$ cat src/adc_fifo_consts.svh
`ifndef ADC_FIFO_CONSTS_SVH
`define ADC_FIFO_CONSTS_SVH

// Host register map
`define ADCREAD_ADDR          8'h03
`define FIFO_STAT             8'h06
`define FIFO_STATE            8'h07
`define ADC_LOW_RES           8'h08
`define SEGMENT_SAMPLES       8'h09
`define CAPTURE_CTRL          8'h0A
`define FIFO_UNDERFLOW_COUNT  8'h0B
`define FAST_FIFO_READ_MODE   8'h0C

// Width of the byte index within a multi-byte register
`define BYTECNT_WIDTH         2

// 32 byte FIFO
`define FIFO_DEPTH_LOG2       5

// Samples per capture after reset
`define DEFAULT_SEGMENT_SAMPLES 16'd16

`endif
$ cat src/adc_fifo_pkg.sv
`default_nettype none

package adc_fifo_pkg;

   typedef logic [9:0]  adc_sample_t;   // Raw ADC sample
   typedef logic [7:0]  fifo_byte_t;    // FIFO entry and register byte
   typedef logic [7:0]  reg_addr_t;     // Host register address
   typedef logic [15:0] seg_count_t;    // Samples per capture

   // Capture sequencing as read through FIFO_STATE
   typedef enum logic [1:0] {
      CAP_IDLE     = 2'd0,   // Not armed
      CAP_WAIT     = 2'd1,   // Armed and waiting for a sample
      CAP_LOW_BYTE = 2'd2,   // Second byte pending
      CAP_DONE     = 2'd3    // Sample count reached
   } capture_state_t;

endpackage

`default_nettype wire

$ cat src/adc_fifo_top.sv
`timescale 1ns/1ns
`default_nettype none
`include "adc_fifo_consts.svh"

module adc_fifo_top (
   input  wire                             clk_usb,
   input  wire                             reset,
   input  wire adc_fifo_pkg::reg_addr_t    reg_address,
   input  wire [`BYTECNT_WIDTH-1:0]        reg_bytecnt,
   input  wire adc_fifo_pkg::fifo_byte_t   reg_datai,
   output wire adc_fifo_pkg::fifo_byte_t   reg_datao,
   input  wire                             reg_read,
   input  wire                             reg_write,
   input  wire                             adc_valid,
   input  wire adc_fifo_pkg::adc_sample_t  adc_data
);
   import adc_fifo_pkg::*;

   // Register block to capture and FIFO
   wire             arm;
   wire             low_res;
   wire seg_count_t segment_samples;
   wire             clear_errors;
   wire             fifo_rd_en;

   // Capture to FIFO and status
   wire                 wr_en;
   wire fifo_byte_t     wr_data;
   wire capture_state_t capture_state;
   wire                 capture_done;

   // FIFO status and head byte
   wire fifo_byte_t rd_data;
   wire             empty;
   wire             overflow;
   wire fifo_byte_t underflow_count;

   adc_sample_capture U_capture (
      .clk_usb         (clk_usb),
      .reset           (reset),
      .arm             (arm),
      .low_res         (low_res),
      .segment_samples (segment_samples),
      .adc_valid       (adc_valid),
      .adc_data        (adc_data),
      .wr_en           (wr_en),
      .wr_data         (wr_data),
      .capture_state   (capture_state),
      .capture_done    (capture_done)
   );

   sample_fifo U_fifo (
      .clk_usb         (clk_usb),
      .reset           (reset),
      .wr_en           (wr_en),
      .wr_data         (wr_data),
      .rd_en           (fifo_rd_en),
      .clear_errors    (clear_errors),
      .rd_data         (rd_data),
      .empty           (empty),
      .full            (),              // Only used inside the FIFO
      .overflow        (overflow),
      .underflow_count (underflow_count)
   );

   reg_adc_fifo U_regs (
      .clk_usb         (clk_usb),
      .reset           (reset),
      .reg_address     (reg_address),
      .reg_bytecnt     (reg_bytecnt),
      .reg_datai       (reg_datai),
      .reg_read        (reg_read),
      .reg_write       (reg_write),
      .capture_state   (capture_state),
      .capture_done    (capture_done),
      .fifo_data       (rd_data),
      .fifo_empty      (empty),
      .fifo_overflow   (overflow),
      .underflow_count (underflow_count),
      .reg_datao       (reg_datao),
      .fifo_rd_en      (fifo_rd_en),
      .arm             (arm),
      .low_res         (low_res),
      .segment_samples (segment_samples),
      .clear_errors    (clear_errors)
   );

endmodule

`default_nettype wire

$ cat src/reg_adc_fifo.sv
`timescale 1ns/1ns
`default_nettype none
`include "adc_fifo_consts.svh"

module reg_adc_fifo (
   input  wire                                clk_usb,
   input  wire                                reset,
   input  wire adc_fifo_pkg::reg_addr_t       reg_address,
   input  wire [`BYTECNT_WIDTH-1:0]           reg_bytecnt,     // Byte within the register
   input  wire adc_fifo_pkg::fifo_byte_t      reg_datai,
   input  wire                                reg_read,        // Level for the whole read
   input  wire                                reg_write,       // One-cycle strobe
   input  wire adc_fifo_pkg::capture_state_t  capture_state,
   input  wire                                capture_done,
   input  wire adc_fifo_pkg::fifo_byte_t      fifo_data,
   input  wire                                fifo_empty,
   input  wire                                fifo_overflow,
   input  wire adc_fifo_pkg::fifo_byte_t      underflow_count,
   output adc_fifo_pkg::fifo_byte_t           reg_datao,
   output logic                               fifo_rd_en,
   output logic                               arm,
   output logic                               low_res,
   output adc_fifo_pkg::seg_count_t           segment_samples,
   output logic                               clear_errors
);
   import adc_fifo_pkg::*;

   logic       fast_fifo_read_mode;
   logic       reg_read_r;        // reg_read one cycle late
   logic       fifo_rd_en_reg;
   logic       adc_read_start;
   fifo_byte_t seg_byte;

   // First cycle of a read at the ADC data address
   assign adc_read_start = reg_read && !reg_read_r && (reg_address == `ADCREAD_ADDR);

   // Fast mode pops in the same cycle, normal mode one cycle later
   assign fifo_rd_en = fast_fifo_read_mode ? adc_read_start : fifo_rd_en_reg;

   // Sample count has bytes 0 and 1 only
   assign seg_byte = (reg_bytecnt > 1) ? 8'h00 :
                     segment_samples[{reg_bytecnt[0], 3'b000} +: 8];

   always_comb begin
      if (reg_read) begin
         case (reg_address)
            `FIFO_STAT:            reg_datao = {6'b000000, fifo_overflow, fifo_empty};
            `FIFO_STATE:           reg_datao = {6'b000000, capture_state};
            `ADC_LOW_RES:          reg_datao = {7'b0000000, low_res};
            `SEGMENT_SAMPLES:      reg_datao = seg_byte;
            `CAPTURE_CTRL:         reg_datao = {7'b0000000, capture_done};
            `FIFO_UNDERFLOW_COUNT: reg_datao = underflow_count;
            `FAST_FIFO_READ_MODE:  reg_datao = {7'b0000000, fast_fifo_read_mode};
            `ADCREAD_ADDR:         reg_datao = fifo_data;
            default:               reg_datao = 8'h00;
         endcase
      end else begin
         reg_datao = 8'h00;
      end
   end

   // Configuration and one-cycle pulses
   always_ff @(posedge clk_usb) begin
      if (reset) begin
         low_res         <= 1'b0;
         segment_samples <= `DEFAULT_SEGMENT_SAMPLES;
         arm             <= 1'b0;
         clear_errors    <= 1'b0;
      end else begin
         arm          <= 1'b0;
         clear_errors <= 1'b0;
         if (reg_write) begin
            case (reg_address)
               `FIFO_STAT:    clear_errors <= reg_datai[0];
               `ADC_LOW_RES:  low_res <= reg_datai[0];
               `CAPTURE_CTRL: arm <= reg_datai[0];
               `SEGMENT_SAMPLES: begin
                  if (reg_bytecnt < 2)
                     segment_samples[{reg_bytecnt[0], 3'b000} +: 8] <= reg_datai;
               end
               default: ;
            endcase
         end
      end
   end

   // Any write elsewhere drops out of fast mode
   always_ff @(posedge clk_usb) begin
      if (reset) begin
         fast_fifo_read_mode <= 1'b0;
      end else if (reg_write) begin
         if (reg_address == `FAST_FIFO_READ_MODE)
            fast_fifo_read_mode <= reg_datai[0];
         else
            fast_fifo_read_mode <= 1'b0;
      end
   end

   // Read edge detect and registered pop
   always_ff @(posedge clk_usb) begin
      if (reset) begin
         reg_read_r     <= 1'b0;
         fifo_rd_en_reg <= 1'b0;
      end else begin
         reg_read_r     <= reg_read;
         fifo_rd_en_reg <= adc_read_start && !fast_fifo_read_mode;
      end
   end

endmodule

`default_nettype wire

$ cat src/adc_sample_capture.sv
`timescale 1ns/1ns
`default_nettype none

module adc_sample_capture (
   input  wire                             clk_usb,
   input  wire                             reset,
   input  wire                             arm,               // One-cycle start pulse
   input  wire                             low_res,           // One byte per sample
   input  wire adc_fifo_pkg::seg_count_t   segment_samples,
   input  wire                             adc_valid,
   input  wire adc_fifo_pkg::adc_sample_t  adc_data,
   output logic                            wr_en,
   output adc_fifo_pkg::fifo_byte_t        wr_data,
   output adc_fifo_pkg::capture_state_t    capture_state,
   output logic                            capture_done
);
   import adc_fifo_pkg::*;

   seg_count_t sample_count;   // Samples accepted since arm
   seg_count_t count_next;
   fifo_byte_t low_byte;       // Held for the second write
   logic       take_sample;

   assign take_sample  = (capture_state == CAP_WAIT) && adc_valid;
   assign count_next   = sample_count + 1'b1;
   assign capture_done = (capture_state == CAP_DONE);

   always_ff @(posedge clk_usb) begin
      if (reset) begin
         capture_state <= CAP_IDLE;
         sample_count  <= '0;
         wr_en         <= 1'b0;
      end else begin
         wr_en <= 1'b0;
         case (capture_state)
            CAP_IDLE, CAP_DONE: begin
               if (arm) begin
                  capture_state <= CAP_WAIT;
                  sample_count  <= '0;
               end
            end
            CAP_WAIT: begin
               if (adc_valid) begin
                  wr_en        <= 1'b1;   // First byte goes out now
                  sample_count <= count_next;
                  if (!low_res)
                     capture_state <= CAP_LOW_BYTE;
                  else if (count_next >= segment_samples)
                     capture_state <= CAP_DONE;
               end
            end
            CAP_LOW_BYTE: begin
               // Strobes here are dropped
               wr_en         <= 1'b1;
               capture_state <= (sample_count >= segment_samples) ? CAP_DONE : CAP_WAIT;
            end
            default: capture_state <= CAP_IDLE;
         endcase
      end
   end

   // Byte conversion
   always_ff @(posedge clk_usb) begin
      if (take_sample) begin
         if (low_res) begin
            wr_data <= adc_data[9:2];
         end else begin
            wr_data  <= {6'b000000, adc_data[9:8]};   // High byte first
            low_byte <= adc_data[7:0];
         end
      end else if (capture_state == CAP_LOW_BYTE) begin
         wr_data <= low_byte;
      end
   end

endmodule

`default_nettype wire

$ cat src/sample_fifo.sv
`timescale 1ns/1ns
`default_nettype none
`include "adc_fifo_consts.svh"

module sample_fifo #(
   parameter int DEPTH_LOG2 = `FIFO_DEPTH_LOG2
) (
   input  wire                             clk_usb,
   input  wire                             reset,
   input  wire                             wr_en,
   input  wire adc_fifo_pkg::fifo_byte_t   wr_data,
   input  wire                             rd_en,
   input  wire                             clear_errors,
   output adc_fifo_pkg::fifo_byte_t        rd_data,
   output logic                            empty,
   output logic                            full,
   output logic                            overflow,          // Sticky
   output adc_fifo_pkg::fifo_byte_t        underflow_count
);
   import adc_fifo_pkg::*;

   localparam int DEPTH = 1 << DEPTH_LOG2;

   fifo_byte_t          mem [DEPTH];
   logic [DEPTH_LOG2:0] wr_ptr;   // MSB is the wrap bit
   logic [DEPTH_LOG2:0] rd_ptr;

   assign empty = (wr_ptr == rd_ptr);
   assign full  = (wr_ptr[DEPTH_LOG2] != rd_ptr[DEPTH_LOG2]) &&
                  (wr_ptr[DEPTH_LOG2-1:0] == rd_ptr[DEPTH_LOG2-1:0]);

   // Head byte without read latency
   assign rd_data = mem[rd_ptr[DEPTH_LOG2-1:0]];

   always_ff @(posedge clk_usb) begin
      if (wr_en && !full)
         mem[wr_ptr[DEPTH_LOG2-1:0]] <= wr_data;
   end

   always_ff @(posedge clk_usb) begin
      if (reset) begin
         wr_ptr          <= '0;
         rd_ptr          <= '0;
         overflow        <= 1'b0;
         underflow_count <= '0;
      end else begin
         if (wr_en && !full)
            wr_ptr <= wr_ptr + 1'b1;
         if (rd_en && !empty)
            rd_ptr <= rd_ptr + 1'b1;

         if (clear_errors) begin
            overflow        <= 1'b0;
            underflow_count <= '0;
         end else begin
            if (wr_en && full)
               overflow <= 1'b1;   // Byte is dropped
            if (rd_en && empty && (underflow_count != 8'hFF))
               underflow_count <= underflow_count + 1'b1;   // Saturates
         end
      end
   end

endmodule

`default_nettype wire

$ cat config.mk
export PLATFORM = sky130hd
export DESIGN_NAME = adc_fifo_top
export DESIGN_NICKNAME = d
export VERILOG_FILES = /design/src/adc_fifo_pkg.sv /design/src/adc_fifo_top.sv /design/src/reg_adc_fifo.sv /design/src/adc_sample_capture.sv /design/src/sample_fifo.sv
export VERILOG_INCLUDE_DIRS = /design/src
export SDC_FILE = /design/constraint.sdc
export NUM_CORES = 1
export LEC_CHECK = 0
export BUFFER_PORTS_ARGS = -buffer_cell sky130_fd_sc_hd__buf_2
export CAP_MARGIN = 20
export CORE_ASPECT_RATIO = 1.4
export CORE_MARGIN = 4
export CORE_UTILIZATION = 49
export CTS_CLUSTER_DIAMETER = 60
export DETAILED_ROUTE_END_ITERATION = 8
export PLACE_DENSITY = 0.63
export SLEW_MARGIN = 20
export SYNTH_ARGS = -nofsm -noshare
export SYNTH_HDL_FRONTEND = slang
export SYNTH_SLANG_ARGS = --single-unit
$ cat constraint.sdc
create_clock -name clk_usb -period 4.75 [get_ports clk_usb]
set_input_delay 0.475 -clock clk_usb [delete_from_list [all_inputs] [get_ports clk_usb]]
set_output_delay 0.475 -clock clk_usb [all_outputs]
set_load 0.01 [all_outputs]
* Word level (Yosys, flattened, before mapping)
Memories as Yosys holds them, arrays and structs flattened. A register that Yosys moved wholly into a read port is not among the register bits.
Index checks and enable logic that the tools add are counted.
** Cells by class
- Equality and inequality tests :: 18
- Shift operators :: 3
- Add/subtract/negate cells :: 5
- Magnitude comparators :: 4
- Reduce and logical (&&, ||, !) cells :: 26
- Bitwise gates (word level) :: 4
- Muxes and demuxes :: 24
** Operators by type and width (count)
- case mux 8 bit (8 select lines) :: 1
- == test 8 x 4 -> 1 bit, second input constant :: 5
- two-way mux 8 bit :: 5
- greater-or-equal comparator 16 bit :: 2
- two-way mux 16 bit :: 2
- case mux 16 bit (2 select lines) :: 1
- adder 16 x 1 -> 16 bit, second input constant :: 1
- bitwise mux 16 bit :: 1
- == test 8 x 3 -> 1 bit, second input constant :: 2
- variable shift 8 x 6 -> 16 bit, first input constant :: 1
- variable part select 16 x 5 -> 8 bit :: 1
- variable part select 8 x 6 -> 16 bit :: 1
- adder 6 x 1 -> 6 bit, second input constant :: 2
- logical AND 1 bit :: 10
- two-way mux 2 bit :: 5
- two-way mux 5 bit :: 2
- AND reduction 3 bit :: 3
- adder 8 x 1 -> 8 bit, second input constant :: 1
- == test 8 x 2 -> 1 bit, second input constant :: 1
- != test 8 bit, second input constant :: 1
- == test 6 bit :: 1
- negator 4 -> 6 bit :: 1
- case mux 2 bit (3 select lines) :: 1
- OR reduction 3 bit :: 2
- other kinds (17) :: 31
** Word-level totals
- Memories kept :: 1
- Memory bits (writable) :: 256
- Output and inout bits :: 8
- Bits in registers :: 78
- Logic and storage cells :: 101
** Memory list
- U_fifo.mem :: depth 32, bits a word 8, read ports 1, clocked after Yosys merged registers in 1, write ports 1, line sample_fifo.sv:24 : fifo_byte_t mem [DEPTH];

* Logic depth before layout (Yosys ltp)
- Depth in word-level cells :: 7
- Depth in mapped cells :: 13
- Depth with buffers taken out :: 12

* Modules after synthesis
From an unflattened synthesis, not the netlist that was laid out.
** Second synthesis, totals
- Cells, all modules :: 976
- Area total of the unflattened synthesis :: 14895.5 um^2
** Modules (own cells, without submodules)
- sample_fifo :: times used 1, area an instance 11123.2 um^2, sequential area each 8207.9 um^2, cells each 554
- adc_sample_capture :: times used 1, area an instance 2478.6 um^2, sequential area each 860.8 um^2, cells each 278
- reg_adc_fifo :: times used 1, area an instance 1293.7 um^2, sequential area each 440.4 um^2, cells each 144

* Worst setup path before layout
No wires, ideal clock.
- Kind :: reg2reg
- Start point :: reg U_capture.sample_count[0]
- End point :: reg U_capture.capture_state[1]
- Slack :: 2.006 ns
- Required time :: 4.629 ns
- Cell stages (with the launch flop) :: 12
- Library setup time :: 0.121 ns
- Arrival :: 2.623 ns
- Cell sequence :: dfxtp_1 > ha_1 > and3_1 > and3_1 > clkbuf_1 > nand4_1 > xnor2_1 > ha_1 > nand4_1 > or3_1 > o22a_1 > mux2_2
** Between the ends
- Cells in the longest elaborated chain, start to end :: 4
- Elaborated cells on any way between the ends :: 7
- Classes of those cells :: add/sub (1); order compare (2); eq/ne (1); mux (2); reduce/logical (1)
** Ends and longest elaborated chain
- from (decl) :: line adc_sample_capture.sv:19 : seg_count_t sample_count;
- from (signal assigned) :: line adc_sample_capture.sv:45 : sample_count <= count_next;
- adder 16 x 1 -> 16 bit :: line adc_sample_capture.sv:25 : assign count_next = sample_count + 1'b1;
- greater-or-equal comparator 16 bit :: line adc_sample_capture.sv:48 : else if (count_next >= segment_samples)
- != test 3 bit (no source line)
- AND reduction 3 bit (no source line)
- to (signal assigned) :: line adc_sample_capture.sv:55 : capture_state <= (sample_count >= segment_samples) ? CAP_DONE : CAP_WAIT;
- to (decl) :: line adc_sample_capture.sv:14 : output adc_fifo_pkg::capture_state_t capture_state,
Several ways; a longest one is shown, not always the timed one.
A chain may end at the register's enable or synchronous reset.

==> metrics <==
WP data required=4280 ps; pre-CTS setup slack=1540 ps; layout cells sized above 1=17.7%; Max-Cap Viols=0; Yosys warning count=0; Ports=41; most frequent cell after synthesis=edfxtp_1; Initial Utilization=49.8%; Setup CP Type=reg -> out; Synth Register Bits=339; WHS Path Cells=1; r2r startpoint=U_fifo.wr_ptr[2]$_SDFFE_PP0P_; Hold Path End=U_capture.low_byte[1]$_DFFE_PP_; clock buffer count from CTS=34; synthesis-to-layout area growth=11.7%; register area share after synthesis=65.0%; die area=0.0327 mm²; Synth area leaders=edfxtp_1 (56%), mux4_2 (10%), dfxtp_1 (9.2%); Cells after DPL=1,377; via count=8,489; CTS resizes=0; final setup violation count=0; nets@finish=1,109; Least-Margin Pin Slew=1050 ps; H-tree Lvls=2; CTS Hold Bufs=0; Syn Area/Cell=14.9 µm²; Tmin final=3620 ps; first-pass iteration count of the detailed router=5; Synth area leader=edfxtp_1; Hold/Removal Path Class=in -> reg; Cell variety after synth=57; hold_sp=adc_data[1]; setup bufs post-CTS=0; Non-Filler Instances=1,437; Critical Path End Type=output pin; FF+latch area=0.00951 mm²; max reg flops=256; Tot Pwr=5.90 mW; max-slew violation count=0; Post-synth top cells=edfxtp_1 (272), nor2_1 (110), dfxtp_1 (67), mux4_2 (67), nand2_1 (48); Syn Nets=1,059; Chip Width=154 µm; Period Utilization, post-route=76.3%; RD Place Congestion=0.905; IO buf count=40; CTS tree=yes; drt drc=0; Rows=74; synthesized area=0.0146 mm²; clk buf depth=3; Setup TNS=0 ps; Critical R2R Capture=U_fifo.mem[23][7]$_DFFE_PP_; top-area cell type share of the netlist area=55.8%; Reg2Reg Depth=5; clk root buf=clkbuf_16; DR WL/cell=23.8 µm; CP Max Fanout=24; Final Util=55.7%; DP Wirelength=24,000 µm; Tot GR Track Use=21.2%; VDD IR-drop max=0.218 mV; CP startpoint kind=register; core footprint=0.0294 mm²; first-pass GRT wire length=52,500 µm; fmax=276 MHz; vias in the first global route=8,767; Worst Slack Setup Final=1130 ps; Post-Synthesis Cells=984; r2r setup slk=1520 ps; RSZ-0062 raised after global routing=false; Worst Skew=8.52 ps; area of the multi-input gates=0.00479 mm²; asr flop ratio synth=0%; PwrDens=361 mW/mm²; tightest slew margin relative to the limit=29.8%; status=finished clean; EDFF count, synth=272; initial antenna violation count=0; CTS clk-pin slew, worst paths=60 ps; Die Y=212 µm; Leak=5.56 nW; Routed Antenna Nets=0; drt initial violations=682; CP arrival=3150 ps; FILL cells=2,335; clock latency on the worst-skew pair=510 ps; Main synth FF type=edfxtp_1; grt ovf=0; WL final=34,100 µm; Antenna diodes=0; Avg Vias per Cell=5.91; clock sink count=339; largest net degree at the start of global routing=38; Fin. Hold Viols=0
[stage by stage]
| step | instance area, µm² | hold slack, ps |
|---|---|---|
| global route | 16300 | 135 |
| detailed placement | 15300 | 417 |
| finish | 16300 | 156 |
| floorplan | 14600 | 398 |
| global placement | 15200 | 416 |
| CTS | 16300 | 129 |
[critical path: stages (launching register included)]
cell	delay, ps
dfxtp_4	670
buf_4	340
mux4_2	520
a22oi_1	310
nand2_1	180
a21oi_1	300
o21ai_0	140
buf_2	160
[kinds of logic after synthesis]
logic type               share of synthesized area, %
multiplexers                                     12.7
buffers and inverters                            2.25
AO/OA/AOI/OAI                                    6.42
adder cells (fa/ha/maj)                          3.59
XOR/XNOR                                         1.92
AND/OR/NAND/NOR                                  8.15
flip-flops                                       65.0
[per-layer routing]
layer | global-route usage (%) | vias up | routed length (µm)
met3 | 3.07 | 69 | 1780
met1 | 25.1 | 4275 | 12900
li1 | - | 3881 | -
met2 | 39.4 | 264 | 18300
met5 | 0 | - | 0
met4 | 7.25 | 0 | 1170
[report_power, final]
part / internal [mW] / switching, mW / total [mW]
Clock: 1.51 / 1.06 / 2.57
Combinational: 0.0350 / 0.0846 / 0.120
Sequential: 3.20 / 0.0113 / 3.21
Total: 4.75 / 1.16 / 5.90
[worst max-delay path by stage]
stage	start	end	depth (start not counted)
3_3_place_gp	U_fifo.wr_ptr[2]$_SDFFE_PP0P_	U_fifo.mem[23][4]$_DFFE_PP_	5
6_report	register	reg_datao[5]	7
4_1_cts	register	reg_datao[4]	7
5_1_grt	register	reg_datao[4]	7
3_5_place_dp	U_fifo.wr_ptr[2]$_SDFFE_PP0P_	U_fifo.mem[23][4]$_DFFE_PP_	5
2_1_floorplan	U_capture.sample_count[0]$_SDFFE_PP0P_	U_capture.capture_state[1]$_SDFFE_PP0P_	11
[layout by cell type (no fill, tap or decap), drive strengths merged, types with 5 or more instances in the layout]
cell type,Yosys,final
edfxtp,272,272
nor2,110,110
mux4,67,67
dfxtp,67,67
buf,21,59
nand2,48,48
a21oi,44,44
ha,42,42
clkbuf,24,42
inv,33,35
mux2i,32,32
a22oi,30,30
o21ai,27,27
xor2,18,18
nand3,16,16
xnor2,14,14
and3,14,14
clkinv,0,12
nand4,12,12
nor3,8,8
a21o,8,8
nor3b,5,5
nand3b,5,5
nor2b,5,5
nand2b,5,5
or3,5,5
nor4,5,5
[layout make-up]
class	count	share of cell area (%)
clock buffer	42	5.52
clock inverter	17	0.934
inverter	33	0.758
multi-input combinational	567	29.3
sequential	339	58.2
tap	380	2.91
timing repair buffer	59	2.31
Power figures use the tool's default switching activity.
